**src/design/kp_lcd_pkg.sv**
```systemverilog
/*
 * Shared definitions for the keypad LCD terminal
 * Keypad scan and LCD bus timing, line length
 * Key code and FSM state enums, ASCII space, LCD command bytes
 */
package kp_lcd_pkg;

    // Keypad scan timing
    localparam int SCAN_CYCLES    = 16;  // Cycles each column stays driven
    localparam int DEBOUNCE_SCANS = 3;   // Matching or empty scans needed

    localparam int MSG_LEN = 16;  // Characters on the line

    // LCD bus timing in clock cycles
    localparam int LCD_EN_CYCLES = 8;    // Enable high time
    localparam int LCD_CMD_WAIT  = 40;   // After an ordinary byte
    localparam int LCD_CLR_WAIT  = 400;  // Clear command and power-up

    // Matrix position as row * 4 + col
    typedef enum logic [3:0] {
        KEY_1    = 4'd0,  KEY_2 = 4'd1,  KEY_3    = 4'd2,  KEY_A = 4'd3,
        KEY_4    = 4'd4,  KEY_5 = 4'd5,  KEY_6    = 4'd6,  KEY_B = 4'd7,
        KEY_7    = 4'd8,  KEY_8 = 4'd9,  KEY_9    = 4'd10, KEY_C = 4'd11,
        KEY_STAR = 4'd12, KEY_0 = 4'd13, KEY_HASH = 4'd14, KEY_D = 4'd15
    } key_code_e;

    typedef enum logic [1:0] {
        SCAN_IDLE, SCAN_DEBOUNCE, SCAN_HELD, SCAN_RELEASE
    } scan_state_e;

    typedef enum logic [2:0] {
        LCD_POWERUP, LCD_INIT, LCD_SET_ADDR, LCD_WRITE_CHAR, LCD_PULSE, LCD_WAIT
    } lcd_state_e;

    localparam logic [7:0] CHAR_SPACE = 8'h20;

    // Sent once after power-up, in index order
    localparam logic [7:0] LCD_INIT_BYTES [4] = '{
        8'h38,  // Function set 8-bit two lines
        8'h0C,  // Display on, no cursor
        8'h06,  // Entry mode increment
        8'h01   // Clear display
    };

    localparam logic [7:0] LCD_ROW2_ADDR = 8'hC0;  // DDRAM address 40h

endpackage
```
**src/design/team_11.sv**
```systemverilog
/*
 * Chip top level for the keypad LCD terminal
 * Stage reset from arst_n and en, GPIO pin map, output enables
 */
`timescale 1ns/1ps

module team_11 (
    input  logic        clk,
    input  logic        arst_n,
    input  logic        en,        // Chip enable, low holds everything in reset
    input  logic [33:0] gpio_in,
    output logic [33:0] gpio_out,
    output logic [33:0] gpio_oeb   // Active low
);
    import kp_lcd_pkg::*;

    logic                 stage_rst_n;
    logic                 key_valid;
    key_code_e            key_code;
    logic [8*MSG_LEN-1:0] msg_line;
    logic                 msg_changed;

    assign stage_rst_n = arst_n & en;

    // Unused pins and keypad row inputs read back as zero
    assign gpio_out[33:30] = '0;
    assign gpio_out[13:0]  = '0;

    // Rows in, columns and LCD bus out
    assign gpio_oeb = {4'hF, 16'h0000, 14'h3FFF};

    keypad_scanner i_keypad_scanner (
        .clk       (clk),
        .arst_n    (stage_rst_n),
        .readrow   (gpio_in[33:30]),
        .scancol   (gpio_out[29:26]),
        .key_valid (key_valid),
        .key_code  (key_code)
    );

    message_builder i_message_builder (
        .clk         (clk),
        .arst_n      (stage_rst_n),
        .key_valid   (key_valid),
        .key_code    (key_code),
        .msg_line    (msg_line),
        .msg_tx_ctrl (gpio_out[25]),
        .msg_changed (msg_changed)
    );

    lcd1602 i_lcd1602 (
        .clk         (clk),
        .arst_n      (stage_rst_n),
        .msg_line    (msg_line),
        .msg_changed (msg_changed),
        .lcd_en      (gpio_out[24]),
        .lcd_rw      (gpio_out[23]),
        .lcd_rs      (gpio_out[22]),
        .lcd_data    (gpio_out[21:14])
    );

endmodule

```
**src/design/lcd1602.sv**
```systemverilog
/*
 * HD44780 style LCD1602 driver, 8-bit write-only bus
 * Power-up delay and init list, then endless row-2 refresh
 * Shared enable pulse and wait timer, per-pass line snapshot
 */
`timescale 1ns/1ps

module lcd1602 (
    input  logic                              clk,
    input  logic                              arst_n,
    input  logic [8*kp_lcd_pkg::MSG_LEN-1:0]  msg_line,
    input  logic                              msg_changed,  // Ends inter-pass wait
    output logic                              lcd_en,
    output logic                              lcd_rw,
    output logic                              lcd_rs,       // 0 command, 1 data
    output logic [7:0]                        lcd_data
);
    import kp_lcd_pkg::*;

    lcd_state_e                      state;
    lcd_state_e                      next_q;     // Where to go after the wait
    logic [$clog2(LCD_CLR_WAIT)-1:0] timer;
    logic                            long_wait;  // Byte was the clear command
    logic [1:0]                      init_idx;
    logic [$clog2(MSG_LEN)-1:0]      char_idx;
    logic [0:MSG_LEN-1][7:0]         snap_q;     // Line held for one pass
    logic                            wait_done;
    logic                            pass_end;

    assign lcd_rw    = 1'b0;  // No busy-flag reads
    assign wait_done = long_wait ? int'(timer) == LCD_CLR_WAIT - 1
                                 : int'(timer) == LCD_CMD_WAIT - 1;
    assign pass_end  = lcd_rs && next_q == LCD_SET_ADDR;  // Last char just sent

    // Snapshot at start of pass
    always_ff @(posedge clk) begin
        if (state == LCD_SET_ADDR)
            snap_q <= msg_line;
    end

    always_ff @(posedge clk or negedge arst_n) begin
        if (!arst_n) begin
            state     <= LCD_POWERUP;
            next_q    <= LCD_INIT;
            timer     <= '0;
            long_wait <= 1'b0;
            init_idx  <= 2'd0;
            char_idx  <= '0;
            lcd_en    <= 1'b0;
            lcd_rs    <= 1'b0;
            lcd_data  <= 8'h00;
        end else begin
            case (state)
                LCD_POWERUP: begin
                    timer <= timer + 1'b1;
                    if (int'(timer) == LCD_CLR_WAIT - 1) begin
                        timer <= '0;
                        state <= LCD_INIT;
                    end
                end
                LCD_INIT: begin
                    lcd_rs    <= 1'b0;
                    lcd_data  <= LCD_INIT_BYTES[init_idx];
                    long_wait <= init_idx == 2'd3;  // Clear is last
                    next_q    <= (init_idx == 2'd3) ? LCD_SET_ADDR : LCD_INIT;
                    init_idx  <= init_idx + 2'd1;
                    state     <= LCD_PULSE;
                end
                LCD_SET_ADDR: begin
                    lcd_rs    <= 1'b0;
                    lcd_data  <= LCD_ROW2_ADDR;
                    long_wait <= 1'b0;
                    char_idx  <= '0;
                    next_q    <= LCD_WRITE_CHAR;
                    state     <= LCD_PULSE;
                end
                LCD_WRITE_CHAR: begin
                    lcd_rs    <= 1'b1;
                    lcd_data  <= snap_q[char_idx];
                    long_wait <= 1'b0;
                    next_q    <= (int'(char_idx) == MSG_LEN - 1) ? LCD_SET_ADDR
                                                                 : LCD_WRITE_CHAR;
                    char_idx  <= char_idx + 1'b1;
                    state     <= LCD_PULSE;
                end
                // Data already stable one cycle before enable rises
                LCD_PULSE: begin
                    if (int'(timer) == LCD_EN_CYCLES) begin
                        lcd_en <= 1'b0;
                        timer  <= '0;
                        state  <= LCD_WAIT;
                    end else begin
                        lcd_en <= 1'b1;
                        timer  <= timer + 1'b1;
                    end
                end
                LCD_WAIT: begin
                    timer <= timer + 1'b1;
                    if (wait_done || (msg_changed && pass_end)) begin
                        timer <= '0;
                        state <= next_q;
                    end
                end
                default: state <= LCD_POWERUP;
            endcase
        end
    end

endmodule

```
**src/design/message_builder.sv**
```systemverilog
/*
 * Message line builder
 * Key to ASCII map, 16 character line with append, backspace, clear
 * One-cycle change strobe to the pin and the LCD driver
 */
`timescale 1ns/1ps

module message_builder (
    input  logic                              clk,
    input  logic                              arst_n,
    input  logic                              key_valid,
    input  kp_lcd_pkg::key_code_e             key_code,
    output logic [8*kp_lcd_pkg::MSG_LEN-1:0]  msg_line,    // Char 0 in top byte
    output logic                              msg_tx_ctrl,
    output logic                              msg_changed
);
    import kp_lcd_pkg::*;

    logic [0:MSG_LEN-1][7:0]       line_q;    // Index 0 is leftmost
    logic [$clog2(MSG_LEN+1)-1:0]  len_q;     // Characters typed
    logic [$clog2(MSG_LEN)-1:0]    wr_idx;    // Next free slot
    logic [$clog2(MSG_LEN)-1:0]    last_idx;  // Last typed slot
    logic                          changed_q;
    logic [7:0]                    key_char;

    assign msg_line    = line_q;
    assign msg_tx_ctrl = changed_q;
    assign msg_changed = changed_q;  // Same pulse, second consumer
    assign wr_idx      = len_q[$clog2(MSG_LEN)-1:0];
    assign last_idx    = wr_idx - 1'b1;

    // Printable key to ASCII
    always_comb begin
        case (key_code)
            KEY_0:   key_char = "0";
            KEY_1:   key_char = "1";
            KEY_2:   key_char = "2";
            KEY_3:   key_char = "3";
            KEY_4:   key_char = "4";
            KEY_5:   key_char = "5";
            KEY_6:   key_char = "6";
            KEY_7:   key_char = "7";
            KEY_8:   key_char = "8";
            KEY_9:   key_char = "9";
            KEY_A:   key_char = "A";
            KEY_B:   key_char = "B";
            KEY_C:   key_char = "C";
            KEY_D:   key_char = "D";
            default: key_char = CHAR_SPACE;  // Star and hash edit instead
        endcase
    end

    always_ff @(posedge clk or negedge arst_n) begin
        if (!arst_n) begin
            line_q    <= {MSG_LEN{CHAR_SPACE}};
            len_q     <= '0;
            changed_q <= 1'b0;
        end else begin
            changed_q <= 1'b0;
            if (key_valid) begin
                if (key_code == KEY_HASH) begin
                    if (len_q != '0) begin  // Clearing blank line is no change
                        line_q    <= {MSG_LEN{CHAR_SPACE}};
                        len_q     <= '0;
                        changed_q <= 1'b1;
                    end
                end else if (key_code == KEY_STAR) begin
                    if (len_q != '0) begin  // Backspace
                        line_q[last_idx] <= CHAR_SPACE;
                        len_q            <= len_q - 1'b1;
                        changed_q        <= 1'b1;
                    end
                end else if (int'(len_q) < MSG_LEN) begin
                    line_q[wr_idx] <= key_char;
                    len_q          <= len_q + 1'b1;
                    changed_q      <= 1'b1;
                end
            end
        end
    end

endmodule

```
**src/design/keypad_scanner.sv**
```systemverilog
/*
 * 4x4 keypad matrix scanner
 * One-hot column drive, per-scan single key detection,
 * press and release debounce, one key_valid pulse per press
 */
`timescale 1ns/1ps

module keypad_scanner (
    input  logic                  clk,
    input  logic                  arst_n,
    input  logic [3:0]            readrow,   // Active high rows
    output logic [3:0]            scancol,   // One-hot active high
    output logic                  key_valid,
    output kp_lcd_pkg::key_code_e key_code
);
    import kp_lcd_pkg::*;

    scan_state_e                           state;
    logic [$clog2(SCAN_CYCLES)-1:0]        cyc_cnt;
    logic [1:0]                            col_idx;
    logic [1:0]                            row_hits;   // 0, 1, 2 means many
    logic [1:0]                            row_idx;
    logic [1:0]                            scan_hits;  // Hits so far this scan
    logic [1:0]                            sum_hits;
    key_code_e                             scan_key;
    key_code_e                             cur_key;
    key_code_e                             cand;       // Key being debounced
    logic [$clog2(DEBOUNCE_SCANS+1)-1:0]   deb_cnt;
    logic                                  col_end;
    logic                                  scan_done;
    logic                                  scan_single;

    assign scancol     = 4'b0001 << col_idx;
    assign col_end     = int'(cyc_cnt) == SCAN_CYCLES - 1;  // Row sample point
    assign scan_done   = col_end && col_idx == 2'd3;
    assign scan_single = sum_hits == 2'd1;  // Multiple keys count as empty
    assign key_code    = cand;

    // Row decode for the driven column
    always_comb begin
        row_hits = 2'd0;
        row_idx  = 2'd0;
        for (int r = 0; r < 4; r++) begin
            if (readrow[r]) begin
                row_hits = (row_hits == 2'd0) ? 2'd1 : 2'd2;
                row_idx  = 2'(r);
            end
        end
    end

    // Scan totals including the current column
    always_comb begin
        logic [1:0] base;
        base = (col_idx == 2'd0) ? 2'd0 : scan_hits;  // Column 0 starts fresh
        if (base == 2'd0)
            sum_hits = row_hits;
        else if (row_hits == 2'd0)
            sum_hits = base;
        else
            sum_hits = 2'd2;
        cur_key = (row_hits == 2'd1) ? key_code_e'({row_idx, col_idx}) : scan_key;
    end

    // Column rotation
    always_ff @(posedge clk or negedge arst_n) begin
        if (!arst_n) begin
            cyc_cnt   <= '0;
            col_idx   <= 2'd0;
            scan_hits <= 2'd0;
        end else begin
            cyc_cnt <= col_end ? '0 : cyc_cnt + 1'b1;
            if (col_end) begin
                col_idx   <= col_idx + 2'd1;  // Wraps back to column 0
                scan_hits <= sum_hits;
            end
        end
    end

    // Key payload
    always_ff @(posedge clk) begin
        if (col_end)
            scan_key <= cur_key;
        if (scan_done && scan_single && (state == SCAN_IDLE || state == SCAN_DEBOUNCE))
            cand <= cur_key;
    end

    // Press and release debounce, evaluated once per full scan
    always_ff @(posedge clk or negedge arst_n) begin
        if (!arst_n) begin
            state     <= SCAN_IDLE;
            deb_cnt   <= '0;
            key_valid <= 1'b0;
        end else begin
            key_valid <= 1'b0;
            if (scan_done) begin
                case (state)
                    SCAN_IDLE: begin
                        if (scan_single) begin
                            state   <= SCAN_DEBOUNCE;
                            deb_cnt <= 1;
                        end
                    end
                    SCAN_DEBOUNCE: begin
                        if (!scan_single) begin
                            state <= SCAN_IDLE;
                        end else if (cur_key != cand) begin
                            deb_cnt <= 1;  // Other key restarts count
                        end else if (int'(deb_cnt) == DEBOUNCE_SCANS - 1) begin
                            state     <= SCAN_HELD;
                            key_valid <= 1'b1;
                        end else begin
                            deb_cnt <= deb_cnt + 1'b1;
                        end
                    end
                    SCAN_HELD: begin
                        if (!scan_single) begin
                            state   <= SCAN_RELEASE;
                            deb_cnt <= 1;
                        end
                    end
                    SCAN_RELEASE: begin
                        if (scan_single)
                            state <= SCAN_HELD;  // Bounce, still pressed
                        else if (int'(deb_cnt) == DEBOUNCE_SCANS - 1)
                            state <= SCAN_IDLE;
                        else
                            deb_cnt <= deb_cnt + 1'b1;
                    end
                    default: state <= SCAN_IDLE;
                endcase
            end
        end
    end

endmodule

```
**config.mk**
```make
export PLATFORM = sky130hd
export DESIGN_NAME = team_11
export DESIGN_NICKNAME = d
export VERILOG_FILES = /design/src/design/kp_lcd_pkg.sv /design/src/design/team_11.sv /design/src/design/lcd1602.sv /design/src/design/message_builder.sv /design/src/design/keypad_scanner.sv
export SDC_FILE = /design/constraint.sdc
export NUM_CORES = 1
export LEC_CHECK = 0
export ABC_CLOCK_PERIOD_IN_PS = 16000
export BUFFER_PORTS_ARGS = -buffer_cell sky130_fd_sc_hd__buf_2
export CAP_MARGIN = 20
export CORE_MARGIN = 10
export CORE_UTILIZATION = 58
export CTS_CLUSTER_DIAMETER = 30
export CTS_CLUSTER_SIZE = 16
export DETAILED_ROUTE_END_ITERATION = 10
export GPL_TIMING_DRIVEN = 0
export PLACE_DENSITY = 0.88
export SETUP_SLACK_MARGIN = 0.05
export SYNTH_ARGS = -nofsm -noshare
export SYNTH_HDL_FRONTEND = slang
export SYNTH_SLANG_ARGS = --single-unit
export TNS_END_PERCENT = 5
```
**constraint.sdc**
```tcl
create_clock -name clk -period 16 [get_ports clk]
set_input_delay 1.6 -clock clk [delete_from_list [all_inputs] [get_ports clk]]
set_output_delay 1.6 -clock clk [all_outputs]
set_load 0.01 [all_outputs]
```
Word level (Yosys, flattened, before mapping) --
Memory sizes are Yosys's and may differ from the RTL's. A register that Yosys moved wholly into a read port is not among the register bits. Index checks and enable logic that the tools add are counted.
Operators by class: div/mod/pow operators 0, shift operators 1, bitwise logic cells 8, equal/unequal tests 34, muxes and demuxes 78, magnitude comparators 7, reductions and logical operators 31, $mul 0, add/subtract/negate cells 9
Operators with widths (count):
- 128-bit two-way mux | 5
- 128-bit bitwise mux | 1
- 112-bit bitwise AND | 1
- 112-bit NOT | 1
- 8-bit demux with 4-bit select | 2
- 2-bit two-way mux | 24
- 8-bit two-way mux | 6
- 8-bit binary-select mux with 4-bit select | 1
- 9-bit two-way mux | 3
- 9-bit case mux with 3 select lines | 1
- 5-bit two-way mux | 5
- 8-bit case mux with 3 select lines | 1
- 8-bit binary-select mux with 2-bit select | 1
- 16-bit OR | 1
- 2-bit case mux with 4 select lines | 2
- 5-bit greater-or-equal comparator (second input constant) | 3
- 1-bit two-way mux | 15
- 4-bit NOT with 5-bit output | 3
- 2-bit zero test | 7
- 4-bit two-way mux | 3
- 3-bit case mux with 4 select lines | 1
- 2-bit equality test (second input constant) | 5
- 5-bit by 1-bit less-than comparator with 1-bit output (second input constant) | 2
- 2-bit by 1-bit != test with 1-bit output (second input constant) | 5
- other kinds (40) | 69
Word-level totals: memories kept 1, bits in writable memories 0, logic and storage cells 220, bits in registers 315, latch bits 0, bits in read-only memories 112
Memories:
- (no name shown) | words 16, bits a word 7, rd ports 1, clocked after Yosys merged registers in 1, write ports 0, RTL line message_builder.sv:34 | case (key_code)

Logic depth before layout (Yosys ltp) --
word-level depth 17, gate-level depth with buffers 13, depth with buffers taken out 12

Modules after synthesis --
From an unflattened synthesis, not the netlist that was laid out.
Unflattened totals: cell total of the unflattened synthesis 1049, area, all modules 14410.1 um2
By module, submodules not included:
- lcd1602 | cells an instance 374, sequential area each 4620.7 um2, instances 1, area an instance 6537.5 um2
- message_builder | cells an instance 505, sequential area each 3373.2 um2, instances 1, area an instance 6249.7 um2
- keypad_scanner | cells an instance 115, sequential area each 565.5 um2, instances 1, area an instance 1218.7 um2
- team_11 | cells an instance 55, sequential area each 0.0 um2, instances 1, area an instance 404.1 um2

Worst setup path before layout --
Ideal clock, no wire load.
kind register -> register, start register i_lcd1602.state[2], end register i_lcd1602.snap_q[0] in the netlist's numbering (enable), required time 15.383 ns, buffers on the path 2, cell stages (with the launch flop) 5, arrival time 6.176 ns, setup slack 9.207 ns, cells stage by stage dfrtp_1 > clkbuf_1 > nand2b_1 > clkbuf_1 > nor2_1
Between the ends: longest elaborated chain between the ends 1
Ends and longest elaborated chain:
- start: declaration | RTL line lcd1602.sv:20 | lcd_state_e state;
- start signal: assignment | RTL line lcd1602.sv:101 | state <= next_q;
- 3-bit by 2-bit equality test with 1-bit output | RTL line lcd1602.sv:37 | if (state == LCD_SET_ADDR)
- end signal: assignment | RTL line lcd1602.sv:38 | snap_q <= msg_line;
- end: declaration | RTL line lcd1602.sv:26 | logic [0:MSG_LEN-1][7:0] snap_q;
Every way passes these cells. A chain may end at the register's enable or synchronous reset.

Final worst setup path --
start input port gpio_in[31], end register i_message_builder.key_char[1] (netlist name)
Between the ends: longest elaborated chain between the ends 14, elaborated cells on any way between the ends 19
Ends and longest elaborated chain:
- start: declaration | RTL line team_11.sv:11 | input logic [33:0] gpio_in,
- 2-bit two-way mux | RTL line keypad_scanner.sv:44 | if (readrow[r]) begin
- 2-bit zero test | RTL line keypad_scanner.sv:45 | row_hits = (row_hits == 2'd0) ? 2'd1 : 2'd2;
- 2-bit two-way mux | RTL line keypad_scanner.sv:45
- 2-bit two-way mux | RTL line keypad_scanner.sv:44
- 2-bit zero test | RTL line keypad_scanner.sv:45
- 2-bit two-way mux | RTL line keypad_scanner.sv:45
- 2-bit two-way mux | RTL line keypad_scanner.sv:44
- 2-bit zero test | RTL line keypad_scanner.sv:57 | else if (row_hits == 2'd0)
- 2-bit two-way mux | RTL line keypad_scanner.sv:57
- 2-bit two-way mux | RTL line keypad_scanner.sv:55 | if (base == 2'd0)
- 2-bit by 1-bit equality test with 1-bit output | RTL line keypad_scanner.sv:36 | assign scan_single = sum_hits == 2'd1;
- 1-bit logical AND (2 in a row) | RTL line keypad_scanner.sv:83 | if (scan_done && scan_single && (state == SCAN_IDLE || state == SCAN_DEBOUNCE))
- 4-bit two-way mux (no source line) *
Every way passes the cells marked *; elsewhere a longest branch is shown, timed or not.

==> impl_results.html <==
<table>
<tr><th>Metric</th><th>Value</th></tr>
<tr><th colspan="2">Status</th></tr>
<tr><td>Result of the run</td><td>finished, final reports clean</td></tr>
<tr><th colspan="2">Job</th></tr>
<tr><td>Max-cap violations</td><td>0</td></tr>
<tr><th colspan="2">Worst setup path</th></tr>
<tr><td>Highest cell delay on the worst timing path</td><td>roughly 0.39 ns</td></tr>
<tr><td>Critical path's top delay family</td><td>compound AO/OA/AOI/OAI gates</td></tr>
<tr><td>Worst endpoint data arrival time</td><td>about 4.8 ns</td></tr>
<tr><td>Worst R2R Path Depth</td><td>11</td></tr>
<tr><td>Worst Setup End Kind</td><td>register</td></tr>
<tr><td>Critical path type</td><td>in2reg</td></tr>
<tr><td>Startpoint of the worst register-to-register path</td><td>i_keypad_scanner.key_code[0]$_DFFE_PN_</td></tr>
<tr><td>R2R setup slack</td><td>about 12 ns</td></tr>
<tr><td>Cell at the slowest stage of the critical path</td><td>sky130_fd_sc_hd__a211oi_1</td></tr>
<tr><td>Cell Chain, Critical Path</td><td>buf_2, inv_1, ha_1, nor2b_1, a211oi_1, o21ai_1, a211oi_1, buf_2, mux2i_1, inv_1, ha_1, nor2_1, mux2i_1</td></tr>
<tr><td>Startpoint kind of the worst setup timing path</td><td>input pin</td></tr>
<tr><td>RR Endpoint</td><td>i_message_builder.msg_line[98]$_DFFE_PN0P_</td></tr>
<tr><td>Largest fanout on the critical path</td><td>13</td></tr>
<tr><td>Data required, critical path</td><td>approximately 16 ns</td></tr>
<tr><td>Crit path buffers/inverters</td><td>4</td></tr>
<tr><th colspan="2">Clock tree</th></tr>
<tr><td>H-tree depth</td><td>2</td></tr>
<tr><td>Clock tree from TritonCTS</td><td>built</td></tr>
<tr><td>Number of hold buffers added after CTS</td><td>0</td></tr>
<tr><td>CTS clock-pin slew for the worst setup and hold paths</td><td>around 0.060 ns</td></tr>
<tr><td>Maximum buffer depth of the clock tree</td><td>3</td></tr>
<tr><td>Clock insertion delay at the later pin of the skew report</td><td>0.55 ns</td></tr>
<tr><td>Number of buffers created by CTS</td><td>50</td></tr>
<tr><td>Number of clock sinks</td><td>around 320</td></tr>
<tr><td>CTS Root Cell</td><td>sky130_fd_sc_hd__clkbuf_16</td></tr>
<tr><td>Post-CTS resize count</td><td>0</td></tr>
<tr><td>Number of buffers inserted by post-CTS setup repair</td><td>0</td></tr>
<tr><th colspan="2">Route</th></tr>
<tr><td>Via count normalized by instance count</td><td>a little over 6</td></tr>
<tr><td>Total length of routed wires</td><td>35.6 mm</td></tr>
<tr><td>Count of vias placed by the detailed router</td><td>9743</td></tr>
<tr><td># DRC</td><td>0</td></tr>
<tr><td>Count of nets left with antenna violations after detail routing</td><td>0</td></tr>
<tr><td>Violation count after the first detailed-route iteration</td><td>between 1000 and 1500</td></tr>
<tr><td>Router iterations before antenna repair</td><td>8</td></tr>
<tr><td>Average detailed-routed wire length per instance</td><td>between 20 and 25 um</td></tr>
<tr><th colspan="2">Finish</th></tr>
<tr><td>Antenna diode count</td><td>0</td></tr>
<tr><td>Layout Area Growth over Synthesis</td><td>19.5%</td></tr>
<tr><td>Utilization after layout</td><td>0.701</td></tr>
<tr><td>Final net count</td><td>approximately 1300</td></tr>
<tr><td>Area of combinational cells with multiple inputs</td><td>roughly 0.0045 sq mm</td></tr>
<tr><td>Top library cells by usage in the layout, fill and taps aside</td><td>sky130_fd_sc_hd__dfrtp_1, sky130_fd_sc_hd__nand2_1, sky130_fd_sc_hd__edfxtp_1, sky130_fd_sc_hd__o21ai_0, sky130_fd_sc_hd__nor2_1</td></tr>
<tr><td>Number of filler instances in the final layout</td><td>~1500</td></tr>
<tr><td>Share of final-layout standard cells stronger than drive strength 1</td><td>0.187</td></tr>
<tr><td>Most common cell after layout, fill and taps aside</td><td>sky130_fd_sc_hd__dfrtp_1</td></tr>
<tr><td>Post-route cell area</td><td>roughly 0.016 sq mm</td></tr>
<tr><td>Area taken by flip-flops and latches</td><td>0.00870 sq mm</td></tr>
<tr><th colspan="2">Synthesis</th></tr>
<tr><td>Number of synthesized flops with an enable pin</td><td>~140</td></tr>
<tr><td>Area fraction in compound gates after synthesis</td><td>0.0984</td></tr>
<tr><td>Sequential cell area fraction in the yosys report</td><td>0.634</td></tr>
<tr><td>Mux cell area share after synthesis</td><td>0.0723</td></tr>
<tr><td>Combinational family with the most area after synthesis</td><td>simple AND/OR/NAND/NOR gates</td></tr>
<tr><td>Ys async rst share</td><td>0.555</td></tr>
<tr><td>Fraction of the mapped netlist area in simple logic gates</td><td>0.106</td></tr>
<tr><td>Count of mapped cells out of synthesis</td><td>1111</td></tr>
<tr><td>Flip-flop and latch count after synthesis</td><td>around 320</td></tr>
<tr><td>Number of library cell types mapped by synthesis</td><td>64</td></tr>
<tr><td>Mapped Avg Cell Area</td><td>approximately 12 sq um</td></tr>
<tr><td>Syn. warnings</td><td>0</td></tr>
<tr><td>Cell area after synthesis</td><td>0.0137 sq mm</td></tr>
<tr><td>Xor and xnor fraction of the mapped netlist area</td><td>0.0134</td></tr>
<tr><td>Adder and majority gate portion of the synthesized area</td><td>0.0242</td></tr>
<tr><td>Top_reg_cell synth</td><td>sky130_fd_sc_hd__dfrtp_1</td></tr>
<tr><th colspan="2">Power and ir drop</th></tr>
<tr><td>Switching power summed over all nets</td><td>approximately 0.00045 W</td></tr>
<tr><td>Max VDD drop</td><td>about 0.092 mV</td></tr>
<tr><td>Internal power of the cells</td><td>0.00161 W</td></tr>
<tr><td>Comb power frac</td><td>0.018</td></tr>
<tr><td>Switching fraction of total power</td><td>0.220</td></tr>
<tr><td>Fraction of power consumed by sequential logic</td><td>0.415</td></tr>
<tr><td>Power per cell area</td><td>126 mW/mm^2</td></tr>
<tr><td>Clock network power share</td><td>0.567</td></tr>
<tr><td>Reported leakage power</td><td>~6.3 nW</td></tr>
<tr><th colspan="2">Timing</th></tr>
<tr><td>Transition time at the pin with the least slew margin</td><td>just over 1 ns</td></tr>
<tr><td>Unrepaired setup endpoints after global routing</td><td>no</td></tr>
<tr><td>Worst hold margin</td><td>0.446 ns</td></tr>
<tr><td>Worst clock skew</td><td>about 0.023 ns</td></tr>
<tr><td>Pins over their slew limit</td><td>0</td></tr>
<tr><td>Minimum clock period after layout</td><td>4.33 ns</td></tr>
<tr><td>Setup slack after layout</td><td>approximately 12 ns</td></tr>
<tr><td>Period utilisation layout</td><td>0.271</td></tr>
<tr><td>Final hold vios</td><td>0</td></tr>
<tr><td># setup viols final</td><td>0</td></tr>
<tr><td>Max transition margin</td><td>0.309</td></tr>
<tr><td>Setup Total Neg Slack</td><td>0 ns</td></tr>
<tr><td>Peak Freq</td><td>around 0.23 GHz</td></tr>
<tr><th colspan="2">GRT</th></tr>
<tr><td>Antenna violations before repair</td><td>1</td></tr>
<tr><td>Vias in the first global route</td><td>10000</td></tr>
<tr><td>First-pass GRT wire length</td><td>56.6 mm</td></tr>
<tr><td>Maximum number of pins on one net before global-route repair</td><td>67</td></tr>
<tr><td>Overall fraction of global-route tracks in use</td><td>0.235</td></tr>
<tr><td>Total gr overflow</td><td>0</td></tr>
<tr><th colspan="2">Placed design</th></tr>
<tr><td>Pre-CTS worst setup slack</td><td>11.20 ns</td></tr>
<tr><td>Placement-stage cell area</td><td>approximately 0.015 sq mm</td></tr>
<tr><td>Routability cong.</td><td>~0.95</td></tr>
<tr><td>Detailed-placement wirelength estimate</td><td>~22 mm</td></tr>
<tr><td>Port Buffer Count</td><td>20</td></tr>
<tr><th colspan="2">Hold path</th></tr>
<tr><td>Worst Hold Path Cells</td><td>0</td></tr>
<tr><td>Min-Delay Endpoint</td><td>i_lcd1602.snap_q[124]$_DFFE_PP_</td></tr>
<tr><td>Class of the tightest hold or removal check</td><td>reg2reg</td></tr>
<tr><td>Hold Startpoint</td><td>i_message_builder.msg_line[124]$_DFFE_PN0P_</td></tr>
<tr><th colspan="2">Die</th></tr>
<tr><td>Starting density of the core</td><td>0.587</td></tr>
<tr><td>Number of top-level design ports</td><td>105</td></tr>
<tr><td>Die H</td><td>between 150 and 200 um</td></tr>
<tr><td>Die width</td><td>174 um</td></tr>
<tr><td>Cell row count</td><td>56</td></tr>
<tr><td>Area of the core</td><td>approximately 0.023 sq mm</td></tr>
<tr><td>Overall die area</td><td>approximately 0.03 sq mm</td></tr>
</table>
-- synth_stat cells (4+ instances only) --
library cell / instances / area [sq um]
sky130_fd_sc_hd__a211oi_1: 5 / 37.5
sky130_fd_sc_hd__xnor2_1: 8 / 70.1
sky130_fd_sc_hd__ha_1: 25 / 313
sky130_fd_sc_hd__edfxtp_1: 136 / 4080
sky130_fd_sc_hd__o21ai_0: 96 / 480
sky130_fd_sc_hd__dfrtp_1: 161 / 4030
sky130_fd_sc_hd__a21oi_1: 47 / 235
sky130_fd_sc_hd__mux2_2: 5 / 56.3
sky130_fd_sc_hd__a22oi_1: 11 / 82.6
sky130_fd_sc_hd__nor3_1: 11 / 55.1
sky130_fd_sc_hd__xor2_1: 13 / 114
sky130_fd_sc_hd__o22ai_1: 14 / 87.6
sky130_fd_sc_hd__o21ai_1: 28 / 140
sky130_fd_sc_hd__buf_2: 4 / 20.0
sky130_fd_sc_hd__mux2i_1: 17 / 170
sky130_fd_sc_hd__nor2b_1: 15 / 93.8
sky130_fd_sc_hd__a21o_1: 5 / 37.5
sky130_fd_sc_hd__dfxtp_1: 7 / 140
sky130_fd_sc_hd__nand2b_1: 11 / 68.8
sky130_fd_sc_hd__dfstp_2: 17 / 447
sky130_fd_sc_hd__nor2_1: 61 / 229
sky130_fd_sc_hd__mux4_2: 34 / 766
sky130_fd_sc_hd__and2_1: 19 / 119
sky130_fd_sc_hd__buf_4: 56 / 420
sky130_fd_sc_hd__a31oi_1: 6 / 37.5
sky130_fd_sc_hd__clkbuf_1: 34 / 128
sky130_fd_sc_hd__nand3_1: 21 / 105
sky130_fd_sc_hd__inv_1: 32 / 120
sky130_fd_sc_hd__nand2_1: 156 / 586
-- power by group through the flow --
stage          Sequential (W)  Combinational, W  Clock, W
6_report             0.000855         0.0000376   0.00117
5_1_grt              0.000855         0.0000421   0.00121
4_1_cts              0.000855         0.0000368   0.00117
3_3_place_gp         0.000871         0.0000333         0
3_5_place_dp         0.000871         0.0000363         0
2_1_floorplan        0.000871         0.0000291         0
-- per-layer routing --
metal  vias up  wire (um)  global-route usage
met5         -          8             0.00498
met4         2       1810               0.123
met3       159       3620              0.0627
met1      4733      12300               0.268
met2       700      17900               0.400
li1       4149          -                   -
-- flip-flops by register name, summed over array words and instances (netlist names), 3 cells and up, named ones only --
register,flops
i_lcd1602.snap_q,128
i_message_builder.len_q,5
i_lcd1602.lcd_data,8
i_message_builder.key_char,7
i_lcd1602.char_idx,4
i_keypad_scanner.cyc_cnt,4
i_message_builder.msg_line,128
i_keypad_scanner.key_code,4
i_lcd1602.timer,9
i_keypad_scanner.scan_key,4
i_lcd1602.state,3
-- worst max path at each step --
stage,startpoint,to,slack [ns],cells after the start
final,gpio_in[31],i_message_builder.key_char[1]$_DFF_P_,11.67,13
after global routing,gpio_in[31],i_message_builder.key_char[1]$_DFF_P_,11.43,13
after floorplan,en,asynchronous set/reset pin,8.71,1
after global placement,arst_n,i_message_builder.msg_line[12]$_DFFE_PN0P_,6.38,2
after CTS,gpio_in[31],i_message_builder.key_char[1]$_DFF_P_,11.72,13
after detailed placement,gpio_in[31],i_message_builder.key_char[1]$_DFF_P_,11.20,13
-- per-stage QoR --
step           power [W]  std cells
6_report         0.00206       1601
5_1_grt          0.00211       1601
4_1_cts          0.00206       1601
3_5_place_dp    0.000907       1508
3_3_place_gp    0.000904       1501
2_1_floorplan   0.000900       1162
-- cells by family (layout without fill, tap and decap cells) --
kind of cell / count (synthesis) / count (layout)
DFF: 321 / 321
AOI/OAI and AO/OA: 236 / 236
xor gates and xnor gates: 21 / 21
muxes: 56 / 56
and+or+nand+nor: 318 / 318
other: 2 / 53
buffers and inverters: 131 / 251
adders and majority gates: 26 / 26
-- final cells by class --
class / instances / share of cell area
plain buffers: 98 / 0.0360
clock inverters: 40 / 0.0310
repair buffers: 27 / 0.0160
multi-input cells: 710 / 0.275
inverters: 33 / 0.00755
flip-flops and latches: 321 / 0.530
well taps: 319 / 0.0243
clock buffers: 53 / 0.0795
(Power assumes the default switching activity.)
